===== src/dz_settings.svh =====
`ifndef DZ_SETTINGS_SVH
`define DZ_SETTINGS_SVH

// Serial bit time in clock cycles, same for every line
`define DZ_BIT_CYCLES 16

// Silo depth
// One slot stays unused so 64 characters fit before overrun
`define DZ_SILO_SIZE 65

// Stored characters that raise the silo alarm
`define DZ_ALARM_COUNT 16

// Line count, tied to the 3-bit line field
`define DZ_LINES 8

// Host register offsets on the 2-bit address
`define DZ_ADDR_CSR 2'd0
`define DZ_ADDR_RBUF 2'd2

`endif


===== src/dzPkg.sv =====
package dzPkg;

   // RBUF view of the offset-2 word
   typedef struct packed {
      logic       dval;
      logic       ovre;
      logic       frme;
      logic       pare;
      logic       zero;
      logic [2:0] line;
      logic [7:0] data;
   } rbufFields;

   // LPR view of the offset-2 word
   // Speed, stop and charLen are carried but not decoded
   typedef struct packed {
      logic [2:0] unused;
      logic       rxOn;
      logic [3:0] speed;
      logic       parOdd;
      logic       parEn;
      logic       stop;
      logic [1:0] charLen;
      logic [2:0] line;
   } lprFields;

   // Offset 2 reads as RBUF and writes as LPR
   typedef union packed {
      rbufFields rbuf;
      lprFields  lpr;
   } dzWord;

   // One silo word, RBUF without dval
   typedef struct packed {
      logic       ovre;
      logic       frme;
      logic       pare;
      logic       zero;
      logic [2:0] line;
      logic [7:0] data;
   } siloEntry;

endpackage


===== src/dzRbuf.sv =====
`timescale 1ns/1ps
`include "dz_settings.svh"

module dzRbuf (
   input  logic                 clk,
   input  logic                 rst,
   input  logic                 clr,
   input  logic                 mse,
   input  logic                 sae,
   input  logic [2:0]           scan,
   input  logic                 busFull,
   input  logic [7:0]           busData,
   input  logic                 busFrme,
   input  logic                 busPare,
   input  logic                 rbufRead,
   output logic [`DZ_LINES-1:0] lineClr,
   output logic                 rdone,
   output logic                 siloAlarm,
   output dzPkg::dzWord         rbufWord
);

   localparam int PtrW = $clog2(`DZ_SILO_SIZE);
   localparam int AlarmW = $clog2(`DZ_ALARM_COUNT + 1);
   localparam logic [PtrW-1:0] LastSlot = PtrW'(`DZ_SILO_SIZE - 1);
   localparam logic [AlarmW-1:0] AlarmHit = AlarmW'(`DZ_ALARM_COUNT);

   dzPkg::siloEntry mem [`DZ_SILO_SIZE];
   dzPkg::siloEntry fifoData;
   dzPkg::siloEntry wrEntry;

   logic [PtrW-1:0]   depth;
   logic [PtrW-1:0]   depthNext;
   logic [PtrW-1:0]   rdPtr;
   logic [PtrW-1:0]   wrPtr;
   logic [PtrW-1:0]   lastPtr;
   logic [PtrW-1:0]   wrAddr;
   logic [AlarmW-1:0] alarmCnt;
   logic              wr;
   logic              rd;
   logic              pop;
   logic              push;
   logic              rbufReadDly;
   logic              wrDly;
   logic              rdDly;
   logic              siloEmpty;
   logic              siloFull;
   logic              ovre;
   logic              dval;

   //////////////////////////////
   // Receive bus side
   //////////////////////////////

   // Store whenever the granted line holds a character
   assign wr = busFull & mse;

   // Release the granted receiver as its character goes in
   always_comb
   begin
      lineClr = '0;
      if (wr)
         lineClr[scan] = 1'b1;
   end

   // Pop after the host read has finished
   always_ff @(posedge clk or posedge rst)
   begin
      if (rst)
         rbufReadDly <= 1'b0;
      else
         rbufReadDly <= rbufRead;
   end

   assign rd = rbufReadDly & ~rbufRead;

   // Delayed strobes for the status flags
   always_ff @(posedge clk or posedge rst)
   begin
      if (rst)
      begin
         wrDly <= 1'b0;
         rdDly <= 1'b0;
      end
      else
      begin
         wrDly <= wr;
         rdDly <= rd;
      end
   end

   //////////////////////////////
   // Silo pointers and depth
   //////////////////////////////

   assign siloEmpty = (depth == '0);
   assign siloFull  = (depth == LastSlot);
   assign rdone     = ~siloEmpty;

   assign pop  = rd & ~siloEmpty;
   // A pop in the same cycle frees a slot for the write
   assign push = wr & (~siloFull | pop);

   always_comb
   begin
      depthNext = depth;
      if (push & ~pop)
         depthNext = depth + 1'b1;
      else if (pop & ~push)
         depthNext = depth - 1'b1;
   end

   always_ff @(posedge clk or posedge rst)
   begin
      if (rst)
      begin
         depth <= '0;
         rdPtr <= '0;
         wrPtr <= '0;
      end
      else if (clr)
      begin
         depth <= '0;
         rdPtr <= '0;
         wrPtr <= '0;
      end
      else
      begin
         depth <= depthNext;
         if (pop)
            rdPtr <= (rdPtr == LastSlot) ? '0 : rdPtr + 1'b1;
         if (push)
            wrPtr <= (wrPtr == LastSlot) ? '0 : wrPtr + 1'b1;
      end
   end

   // Newest stored entry
   assign lastPtr = (wrPtr == '0) ? LastSlot : wrPtr - 1'b1;

   // Full silo replaces its newest entry
   assign wrAddr = push ? wrPtr : lastPtr;

   //////////////////////////////
   // Status flags
   //////////////////////////////

   // Follows full on a write, and again once a pop has settled
   always_ff @(posedge clk or posedge rst)
   begin
      if (rst)
         ovre <= 1'b0;
      else if (clr)
         ovre <= 1'b0;
      else if (wr | rdDly)
         ovre <= siloFull;
   end

   // Valid once the head word has been fetched
   always_ff @(posedge clk or posedge rst)
   begin
      if (rst)
         dval <= 1'b0;
      else if (clr)
         dval <= 1'b0;
      else if (rd | wrDly)
         dval <= (depthNext != '0);
   end

   // Alarm counter
   // Counts stores since the last read, not the depth
   always_ff @(posedge clk or posedge rst)
   begin
      if (rst)
         alarmCnt <= '0;
      else if (clr | rd | ~sae)
         alarmCnt <= '0;
      else if (wr && (alarmCnt != AlarmHit))
         alarmCnt <= alarmCnt + 1'b1;
   end

   always_ff @(posedge clk or posedge rst)
   begin
      if (rst)
         siloAlarm <= 1'b0;
      else if (clr | rd | ~sae)
         siloAlarm <= 1'b0;
      else if (alarmCnt == AlarmHit)
         siloAlarm <= 1'b1;
   end

   //////////////////////////////
   // Storage
   //////////////////////////////

   // Overrun marks the entry that took the place of lost characters
   always_comb
   begin
      wrEntry.ovre = siloFull | ovre;
      wrEntry.frme = busFrme;
      wrEntry.pare = busPare;
      wrEntry.zero = 1'b0;
      wrEntry.line = scan;
      wrEntry.data = busData;
   end

   always_ff @(posedge clk)
   begin
      if (wr)
         mem[wrAddr] <= wrEntry;
      fifoData <= mem[rdPtr];
   end

   // Head entry with dval on top
   always_comb
   begin
      rbufWord.rbuf.dval = dval;
      rbufWord.rbuf.ovre = fifoData.ovre;
      rbufWord.rbuf.frme = fifoData.frme;
      rbufWord.rbuf.pare = fifoData.pare;
      rbufWord.rbuf.zero = fifoData.zero;
      rbufWord.rbuf.line = fifoData.line;
      rbufWord.rbuf.data = fifoData.data;
   end

   depthCheck: assert property (@(posedge clk) disable iff (rst)
      depth <= LastSlot);

   // At most one receiver released per cycle
   lineClrCheck: assert property (@(posedge clk) disable iff (rst)
      $onehot0(lineClr));

endmodule


===== src/dzRegs.sv =====
`timescale 1ns/1ps
`include "dz_settings.svh"

module dzRegs (
   input  logic                 clk,
   input  logic                 rst,
   input  logic [1:0]           addr,
   input  logic                 wrStb,
   input  dzPkg::dzWord         wrData,
   input  logic                 rdStb,
   input  logic                 rdone,
   input  logic                 siloAlarm,
   input  dzPkg::dzWord         rbufWord,
   output logic [15:0]          rdData,
   output logic                 mse,
   output logic                 sae,
   output logic                 clr,
   output logic                 rbufRead,
   output logic [`DZ_LINES-1:0] lineRxOn,
   output logic [`DZ_LINES-1:0] lineParEn,
   output logic [`DZ_LINES-1:0] lineParOdd
);

   logic csrWr;
   logic lprWr;

   assign csrWr = wrStb & (addr == `DZ_ADDR_CSR);
   assign lprWr = wrStb & (addr == `DZ_ADDR_RBUF);

   //////////////////////////////
   // CSR
   //////////////////////////////

   // Clear is a one cycle pulse, enables hold
   always_ff @(posedge clk or posedge rst)
   begin
      if (rst)
      begin
         clr <= 1'b0;
         mse <= 1'b0;
         sae <= 1'b0;
      end
      else
      begin
         clr <= csrWr & wrData[4];
         if (csrWr)
         begin
            mse <= wrData[5];
            sae <= wrData[12];
         end
      end
   end

   //////////////////////////////
   // LPR
   //////////////////////////////

   // Loads the settings of the addressed line only
   always_ff @(posedge clk or posedge rst)
   begin
      if (rst)
      begin
         lineRxOn   <= '0;
         lineParEn  <= '0;
         lineParOdd <= '0;
      end
      else if (lprWr)
      begin
         lineRxOn[wrData.lpr.line]   <= wrData.lpr.rxOn;
         lineParEn[wrData.lpr.line]  <= wrData.lpr.parEn;
         lineParOdd[wrData.lpr.line] <= wrData.lpr.parOdd;
      end
   end

   //////////////////////////////
   // Read side
   //////////////////////////////

   // Held for the whole read, silo pops when it drops
   assign rbufRead = rdStb & (addr == `DZ_ADDR_RBUF);

   always_comb
   begin
      rdData = '0;
      if (rdStb)
      begin
         case (addr)
            `DZ_ADDR_CSR:
               rdData = {2'b00, siloAlarm, sae, 4'b0000,
                         rdone, 1'b0, mse, clr, 4'b0000};
            `DZ_ADDR_RBUF:
               rdData = rbufWord.rbuf;
            default:
               rdData = '0;
         endcase
      end
   end

   // Host never reads and writes in one cycle
   busCheck: assert property (@(posedge clk) disable iff (rst)
      !(wrStb && rdStb));

endmodule


===== src/dzScanner.sv =====
`timescale 1ns/1ps
`include "dz_settings.svh"

module dzScanner (
   input  logic                          clk,
   input  logic                          rst,
   input  logic [`DZ_LINES-1:0]          full,
   input  logic [`DZ_LINES-1:0][7:0]     data,
   input  logic [`DZ_LINES-1:0]          frme,
   input  logic [`DZ_LINES-1:0]          pare,
   output logic [2:0]                    scan,
   output logic                          busFull,
   output logic [7:0]                    busData,
   output logic                          busFrme,
   output logic                          busPare
);

   //////////////////////////////
   // Scan counter
   //////////////////////////////

   // Round robin grant, one line per clock
   always_ff @(posedge clk or posedge rst)
   begin
      if (rst)
         scan <= '0;
      else
         scan <= scan + 1'b1;
   end

   //////////////////////////////
   // Receive bus multiplexer
   //////////////////////////////

   // Granted line drives the shared bus
   always_comb
   begin
      busFull = full[scan];
      busData = data[scan];
      busFrme = frme[scan];
      busPare = pare[scan];
   end

endmodule


===== src/dzTop.sv =====
`timescale 1ns/1ps
`include "dz_settings.svh"

module dzTop (
   input  logic                 clk,
   input  logic                 rst,
   input  logic [1:0]           addr,
   input  logic                 wrStb,
   input  logic [15:0]          wrData,
   input  logic                 rdStb,
   input  logic [`DZ_LINES-1:0] rxLine,
   output logic [15:0]          rdData
);

   // Register block controls
   logic                      mse;
   logic                      sae;
   logic                      clr;
   logic                      rbufRead;
   logic [`DZ_LINES-1:0]      lineRxOn;
   logic [`DZ_LINES-1:0]      lineParEn;
   logic [`DZ_LINES-1:0]      lineParOdd;

   // Silo status
   logic                      rdone;
   logic                      siloAlarm;
   dzPkg::dzWord              rbufWord;
   logic [`DZ_LINES-1:0]      lineClr;

   // Receiver outputs
   logic [`DZ_LINES-1:0]      rxFull;
   logic [`DZ_LINES-1:0][7:0] rxData;
   logic [`DZ_LINES-1:0]      rxFrme;
   logic [`DZ_LINES-1:0]      rxPare;

   // Shared receive bus
   logic [2:0]                scan;
   logic                      busFull;
   logic [7:0]                busData;
   logic                      busFrme;
   logic                      busPare;

   dzRegs uRegs (
      .clk       (clk),
      .rst       (rst),
      .addr      (addr),
      .wrStb     (wrStb),
      .wrData    (wrData),
      .rdStb     (rdStb),
      .rdone     (rdone),
      .siloAlarm (siloAlarm),
      .rbufWord  (rbufWord),
      .rdData    (rdData),
      .mse       (mse),
      .sae       (sae),
      .clr       (clr),
      .rbufRead  (rbufRead),
      .lineRxOn  (lineRxOn),
      .lineParEn (lineParEn),
      .lineParOdd(lineParOdd)
   );

   // One receiver per line
   for (genvar i = 0; i < `DZ_LINES; i++)
   begin : genRx
      dzUartRx uRx (
         .clk      (clk),
         .rst      (rst),
         .rxOn     (lineRxOn[i]),
         .parEn    (lineParEn[i]),
         .parOdd   (lineParOdd[i]),
         .serialIn (rxLine[i]),
         .rxClr    (lineClr[i]),
         .full     (rxFull[i]),
         .data     (rxData[i]),
         .frameErr (rxFrme[i]),
         .parityErr(rxPare[i])
      );
   end

   dzScanner uScanner (
      .clk    (clk),
      .rst    (rst),
      .full   (rxFull),
      .data   (rxData),
      .frme   (rxFrme),
      .pare   (rxPare),
      .scan   (scan),
      .busFull(busFull),
      .busData(busData),
      .busFrme(busFrme),
      .busPare(busPare)
   );

   dzRbuf uRbuf (
      .clk      (clk),
      .rst      (rst),
      .clr      (clr),
      .mse      (mse),
      .sae      (sae),
      .scan     (scan),
      .busFull  (busFull),
      .busData  (busData),
      .busFrme  (busFrme),
      .busPare  (busPare),
      .rbufRead (rbufRead),
      .lineClr  (lineClr),
      .rdone    (rdone),
      .siloAlarm(siloAlarm),
      .rbufWord (rbufWord)
   );

endmodule


===== src/dzUartRx.sv =====
`timescale 1ns/1ps
`include "dz_settings.svh"

module dzUartRx (
   input  logic       clk,
   input  logic       rst,
   input  logic       rxOn,
   input  logic       parEn,
   input  logic       parOdd,
   input  logic       serialIn,
   input  logic       rxClr,
   output logic       full,
   output logic [7:0] data,
   output logic       frameErr,
   output logic       parityErr
);

   localparam int CntW = $clog2(`DZ_BIT_CYCLES);
   localparam logic [CntW-1:0] HalfBit = CntW'(`DZ_BIT_CYCLES / 2 - 1);
   localparam logic [CntW-1:0] FullBit = CntW'(`DZ_BIT_CYCLES - 1);

   // FSM state codes
   localparam logic [2:0] StIdle   = 3'd0;
   localparam logic [2:0] StStart  = 3'd1;
   localparam logic [2:0] StData   = 3'd2;
   localparam logic [2:0] StParity = 3'd3;
   localparam logic [2:0] StStop   = 3'd4;

   logic [2:0]      state;
   logic [CntW-1:0] cnt;
   logic [2:0]      bitIdx;
   logic [7:0]      shiftReg;
   logic            parBit;
   logic            rxPrev;
   logic            startEdge;
   logic            sampleNow;
   logic            stopDone;

   // Falling edge on an idle, enabled line
   assign startEdge = (state == StIdle) & rxOn & rxPrev & ~serialIn;

   // Half a bit into the start bit, then one full bit per sample
   assign sampleNow = (state == StStart) ? (cnt == HalfBit) : (cnt == FullBit);

   // Middle of the stop bit
   assign stopDone = (state == StStop) & sampleNow;

   //////////////////////////////
   // Bit timing FSM
   //////////////////////////////

   always_ff @(posedge clk or posedge rst)
   begin
      if (rst)
      begin
         state  <= StIdle;
         cnt    <= '0;
         bitIdx <= '0;
         rxPrev <= 1'b1;
      end
      else
      begin
         rxPrev <= serialIn;
         case (state)
            StIdle:
            begin
               cnt <= '0;
               if (startEdge)
                  state <= StStart;
            end
            StStart:
            begin
               if (sampleNow)
               begin
                  cnt    <= '0;
                  bitIdx <= '0;
                  // Glitch shorter than half a bit is dropped
                  state  <= serialIn ? StIdle : StData;
               end
               else
                  cnt <= cnt + 1'b1;
            end
            StData:
            begin
               if (sampleNow)
               begin
                  cnt <= '0;
                  if (bitIdx == 3'd7)
                     state <= parEn ? StParity : StStop;
                  else
                     bitIdx <= bitIdx + 1'b1;
               end
               else
                  cnt <= cnt + 1'b1;
            end
            StParity:
            begin
               if (sampleNow)
               begin
                  cnt   <= '0;
                  state <= StStop;
               end
               else
                  cnt <= cnt + 1'b1;
            end
            StStop:
            begin
               if (sampleNow)
               begin
                  cnt   <= '0;
                  state <= StIdle;
               end
               else
                  cnt <= cnt + 1'b1;
            end
            default:
               state <= StIdle;
         endcase
      end
   end

   //////////////////////////////
   // Character assembly
   //////////////////////////////

   always_ff @(posedge clk)
   begin
      // LSB arrives first
      if ((state == StData) && sampleNow)
         shiftReg <= {serialIn, shiftReg[7:1]};
      if ((state == StParity) && sampleNow)
         parBit <= serialIn;
      if (stopDone)
      begin
         data      <= shiftReg;
         frameErr  <= ~serialIn;
         // Odd parity wants an odd count of ones over data and parity bit
         parityErr <= parEn & ((^shiftReg ^ parBit) != parOdd);
      end
   end

   // New character wins over a clear in the same cycle
   always_ff @(posedge clk or posedge rst)
   begin
      if (rst)
         full <= 1'b0;
      else if (stopDone)
         full <= 1'b1;
      else if (rxClr)
         full <= 1'b0;
   end

   // Silo only clears a line whose flag it saw high
   idleClrCheck: assert property (@(posedge clk) disable iff (rst)
      ((state == StIdle) && !full) |-> !rxClr);

endmodule


===== config.mk =====
export PLATFORM = sky130hd
export DESIGN_NAME = dzTop
export DESIGN_NICKNAME = d
export VERILOG_FILES = /design/src/dzPkg.sv /design/src/dzRbuf.sv /design/src/dzRegs.sv /design/src/dzScanner.sv /design/src/dzTop.sv /design/src/dzUartRx.sv
export VERILOG_INCLUDE_DIRS = /design/src /design/src/src
export SDC_FILE = /design/constraint.sdc
export NUM_CORES = 2
export LEC_CHECK = 0
export BUFFER_PORTS_ARGS = -buffer_cell sky130_fd_sc_hd__buf_4
export CAP_MARGIN = 20
export CORE_UTILIZATION = 45
export CTS_CLUSTER_SIZE = 8
export DETAILED_ROUTE_END_ITERATION = 10
export PLACE_DENSITY = 0.61
export SYNTH_ARGS = -nofsm -noshare
export SYNTH_HDL_FRONTEND = slang
export SYNTH_SLANG_ARGS = --single-unit

===== constraint.sdc =====
create_clock -name clk -period 5.7 [get_ports clk]
set_input_delay 0.57 -clock clk [delete_from_list [all_inputs] [get_ports clk]]
set_output_delay 0.57 -clock clk [all_outputs]
set_load 0.01 [all_outputs]

Word-level counts from Yosys, hierarchy flattened
Memories as Yosys holds them, arrays and structs flattened. A register that Yosys moved wholly into a read port is not among the register bits.
Cells that the tools add are included.

word-level totals
  register bits after elaboration = 311
  bits in writable memories = 910
  output and inout port bits = 16
  logic and storage cells = 598
  memories = 1

memory list
  name       words  bits a word  read ports  clocked after memory_dff  wr ports  RTL line      source
  uRbuf.mem  65     14           1           1                         1         dzRbuf.sv:27  dzPkg::siloEntry mem [`DZ_SILO_SIZE];

cells by class
  add/sub/neg operators = 23
  order comparisons = 4
  eq/ne operators = 126
  multiplexer cells = 175
  bitwise logic cells = 78
  reduce and logical (&&, ||, !) cells = 93

operator list
  kind                   count
  $mux W3                72
  $pmux W3 S5            8
  $ne A2 B1 Y1 const B   48
  $mux W7                11
  $pmux W4 S2            8
  $reduce_xor A8 Y1      8
  $reduce_bool A2 Y1     30
  $and A1 B1 Y1          50
  $eq A3 B2 Y1 const B   16
  $eq A3 B3 Y1 const B   16
  $pmux W3 S2            8
  $reduce_and A6 Y1      8
  $mux W1                37
  $add A4 B1 Y4 const B  8
  $eq A4 B3 Y1 const B   8
  $eq A4 B4 Y1 const B   8
  $mux W4                8
  $pmux W16 S2           1
  $reduce_and A4 Y1      8
  $reduce_or A4 Y1       8
  $add A3 B1 Y3 const B  9
  $bmux W8 S3            1
  $bwmux W8              3
  $eq A3 B1 Y1 const B   8
  25 further kinds       109

Logic depth before layout (Yosys ltp)
  word-level depth = 14
  gate-level depth with buffers = 12
  depth with buffers taken out = 9

Hierarchy
A second synthesis with hierarchy kept.

unflattened totals
  cell total of the unflattened synthesis = 2,847
  area total of the unflattened synthesis = 51,010.2 µm²

by module, submodules not included
  module                        instances  cells an instance  area an instance (µm²)
  dzRbuf                        1          1,844              37,601.1
  dzUartRx at genRx[0].uRx ...  7          108                1,415.1
  dzUartRx at genRx[6].uRx      1          107                1,410.1
  dzRegs                        1          94                 1,249.9
  dzScanner                     1          46                 843.3

Least setup slack after synthesis
OpenSTA, ideal clock, no wires.

  kind = register -> register
  start = reg uScanner.scan[1]
  end = mem uRbuf.mem[0][11] (netlist name) (data pin)
  library setup time = 709 ps
  data arrival time = 4,792 ps
  path slack = 198 ps
  stages on the path, launching flop included = 6
  buffers on the path = 3
  clock period less this slack = 5,502 ps
  cell sequence = dfrtp_1 > buf_2 > clkbuf_1 > clkbuf_1 > a221oi_1 > o21ai_0

between the ends
  word-level cells in the longest chain between the ends = 2

RTL lines
  what                           RTL line         source
  start, declared                dzScanner.sv:11  output logic [2:0] scan,
  start signal, assigned         dzScanner.sv:28  scan <= scan + 1'b1;
  $bmux W1 S3                    dzScanner.sv:41  busPare = pare[scan];
  $mux W1 (not written as such)  dzScanner.sv:41
  named net busPare              dzTop.sv:41      logic busPare;
  end, declared                  dzRbuf.sv:27

The timed path passes the listed nets, and every way through them passes these cells. The select of a mux whose other input is x is not followed.

Final worst setup path
  start = reg uScanner.scan[0]
  end = mem uRbuf.mem[6][7] (netlist name) (data pin)

between the ends
  word-level cells in the longest chain between the ends = 2

RTL lines
  what                           RTL line         source
  $bmux W8 S3                    dzScanner.sv:39  busData = data[scan];
  $mux W8 (not written as such)  dzScanner.sv:39
  named net busData[7]           dzTop.sv:39      logic [7:0] busData;

The timed path passes the listed nets, and every way through them passes these cells. The select of a mux whose other input is x is not followed.

==> flow_summary.toml <==
[place]
hpwl_um = 70000
port_buffers = 36
gp_congestion = 0.894

[synthesis]
synth_area_leader_cell = "edfxtp_1"
ys_ff_latch = 1234
synth-main-ff-cell = "edfxtp_1"
postSynthAreaPerCell_um2 = 18.1
synth_top_area_share_pct = 63.5
syn_nets = 2845
synthArstFlopShare_pct = 12.8
synth_area_mm2 = 0.0502
synth_edf_count = 1062
synth.area.top_cells = "edfxtp_1 64%, mux4_2 13%, dfrtp_1 7.5%"
synth_warnings = 0
syn_inst = 2782
ys_types = 77
yosysSeqAreaShare_pct = 72.0

[clock_tree]
clock_latency_ps = 750
cts_root_buffer = "clkbuf_16"
path_clk_slew_ps = 50
cts.sinks = 1234
cts.htree.levels = 4
clock_path_buffers = 3
cts-buffers-inserted = 172
cts_tree = "done"
cts.repair_timing.setup_buffer_count = 0

[finish]
syn_to_final_growth_pct = 14.9
fill_cells = 8768
antenna_cells = 0
drive_gt1_share_pct = 22.9
fin_nets = 3031

[grt]
antenna_found_initial = 2
grt_pass1_wl_um = 172000
grt_max_degree = 66
grt_overflow = 0
track_usage_pct = 20.7
grt_pass1_vias = 26665

[sta]
finalCriticalPeriod_ps = 4100
rsz0062_at_grt = "false"
hold_viol = 0
skew_ps = 32.0
period_share_pct = 71.9
setup_viol = 0
timing.hold.ws_ps = 65.7
worst_pin_slew_ps = 1060
max_freq_mhz = 244
relSlewSlack_pct = 29.3
slew_violations = 0
finalSetupTns_ps = 0

[floorplanning]
row_count = 122
dieArea_mm2 = 0.113
start_util_pct = 45.4
die_w_um = 336
coreArea_mm2 = 0.111
pin_count = 46
die_height_um = 336

[route]
drt-pass1-iter-count = 5
vias = 26178
via_per_inst = 5.74
drtIter0Drc = 2570
drc = 0
wire_per_inst_um = 25.2
ant_nets = 0
finalWirelength_um = 115000

[critical_path]
required_ps = 6160
cp-start-kind = "register"
setup.worst_path.class = "reg -> reg"
crit_path_end_kind = "register"
cp_max_fo = 61
arrival_ps = 4560

[power]
internal_power_mw = 18.0
switching_share_pct = 28.2
p_leak_nw = 19.7
combPwrFrac_pct = 20.7
seqPwrFrac_pct = 42.4
p_per_area_mw_per_mm2 = 435
peakVddDrop_mv = 0.316
power_switching_mw = 7.07
p_clk_share_pct = 36.8

[status]
status = "complete, no violations"

[flow_run]
maxCapViolCount = 0

[hold_path]
hold_class = "in -> reg"
## worst paths after layout
check | slack [ps] | startpoint | cells past startpoint | endpoint
worst min-delay path | 70 | wrData[5] | 3 | uRegs.mse$_DFFE_PP0P_
worst max register to register | 1600 | uScanner.scan[0]$_DFF_PP0_ | 6 | uRbuf.mem[6][7]$_DFFE_PP_
min in group asynchronous | 420 | rst | 3 | genRx[7].uRx.cnt[0]$_DFFE_PP0P_
max in group asynchronous | 4110 | rst | 4 | genRx[4].uRx.cnt[2]$_DFFE_PP0P_
worst max-delay path | 1600 | uScanner.scan[0]$_DFF_PP0_ | 6 | uRbuf.mem[6][7]$_DFFE_PP_
worst min register to register | 450 | uRbuf.mem[64][12]$_DFFE_PP_ | 2 | uRbuf.rbufWord[13]$_DFF_P_
## routing by layer
metal  routed length [µm]  vias to the layer above  GRT usage, %
li1                     -                    11477             -
met1                47100                    13641          27.7
met2                57200                      876          34.1
met3                 7400                      180          4.22
met4                 2990                        4          6.76
met5                   29                        -             0
## per-stage QoR
stage | area (µm²) | std cells | power [mW] | util [%] | worst slack (ps)
after global placement | 52700 | 4270 | 15.9 | 47.7 | 1440
final | 57700 | 4558 | 25.1 | 52.2 | 1600
after global routing | 57700 | 4558 | 26.1 | 52.2 | 1340
after CTS | 57700 | 4556 | 25.4 | 52.1 | 1590
after floorplan | 50200 | 2782 | 14.4 | - | 198
after detailed placement | 52700 | 4270 | 16.1 | 47.7 | 1420
## registers in the layout (all words and copies together), names as in the netlist, 3 cells and up
| signal | cells |
|---|---|
| genRx.uRx.bitIdx | 24 |
| genRx.uRx.cnt | 32 |
| genRx.uRx.data | 64 |
| genRx.uRx.frameErr | 8 |
| genRx.uRx.full | 8 |
| genRx.uRx.parBit | 8 |
| genRx.uRx.parityErr | 8 |
| genRx.uRx.rxPrev | 8 |
| genRx.uRx.shiftReg | 64 |
| genRx.uRx.state | 24 |
| uRbuf.alarmCnt | 5 |
| uRbuf.depth | 7 |
| uRbuf.mem | 910 |
| uRbuf.rbufWord | 14 |
| uRbuf.rdPtr | 7 |
| uRbuf.wrPtr | 7 |
| uRegs.lineParEn | 8 |
| uRegs.lineParOdd | 8 |
| uRegs.lineRxOn | 8 |
| uScanner.scan | 3 |
## synth_stat cells (6+ instances only)
master and n:
a211o_1 6, a21oi_1 47, a221oi_1 18, a22o_1 14
a22oi_1 7, a31oi_1 7, a32oi_1 6, and2_1 25
and3_1 23, and4_1 7, buf_1 11, buf_2 32
clkbuf_1 82, dfrtp_1 150, dfstp_2 8, dfxtp_1 14
edfxtp_1 1062, ha_1 33, inv_1 68, mux2_2 41
mux2i_1 25, mux4_2 287, nand2_1 126, nand2b_1 34
nand3_1 63, nand4_1 11, nor2_1 143, nor2b_1 21
nor3_1 52, nor3b_1 11, nor4_1 9, o211ai_1 6
o21ai_0 107, o22ai_1 6, o31ai_1 12, o32ai_1 6
o41ai_1 9, or2_2 7, or3_1 11, or4_1 6
xnor2_1 82, xor2_1 18
## area by class of cell
class | count | area, µm² | share of cell area (%)
Sequential cell | 1234 | 36200 | 62.6
Inverter | 71 | 272 | 0.470
Clock buffer | 265 | 4710 | 8.15
Multi-Input combinational cell | 1346 | 13400 | 23.2
Tap cell | 1488 | 1860 | 3.23
Clock inverter | 11 | 170 | 0.295
Timing Repair Buffer | 143 | 1170 | 2.03
## cells in the final DEF, fill, tap and decap left out, drive strengths merged, types with 12 or more instances in the layout
cell type / n
a21oi: 48
a221oi: 18
a22o: 14
and2: 25
and3: 23
buf: 133
clkbuf: 265
dfrtp: 150
dfxtp: 14
edfxtp: 1062
ha: 33
inv: 77
mux2: 42
mux2i: 25
mux4: 287
nand2: 126
nand2b: 34
nand3: 63
nand4: 12
nor2: 143
nor2b: 21
nor3: 53
o21ai: 109
o31ai: 13
xnor2: 82
xor2: 18
## timing repair
action / 4_1_cts / 5_1_grt
hold buffers: 10 / 0
gates resized for setup: 0 / 0
hold endpoints to repair: 65 / 0
## power by group through the flow
stage                     Combinational [mW]  Sequential [mW]  Clock [mW]
after global routing                    5.56             10.7        9.84
after CTS                               5.26             10.6        9.44
final                                   5.20             10.7        9.25
after global placement                  5.11             10.8           0
after floorplan                         4.06             10.3           0
after detailed placement                5.24             10.8           0
## cell families after synthesis
| group | share of synthesized area [%] |
|---|---|
| adder cells (fa/ha/maj) | 0.822 |
| buffers and inverters | 1.65 |
| multiplexers | 14.3 |
| AND/OR/NAND/NOR | 5.66 |
| other | 0.00747 |
| AO/OA/AOI/OAI | 3.85 |
| XOR/XNOR | 1.74 |
| flip-flops | 72.0 |
## critical path: stages (launching register included)
cell and delay [ps]:
dfrtp_4 710, buf_4 630, inv_1 420, nor2_1 330, a221oi_1 180, o21ai_4 750
buf_4 610
No activity file was read; power rests on OpenSTA's default activity.
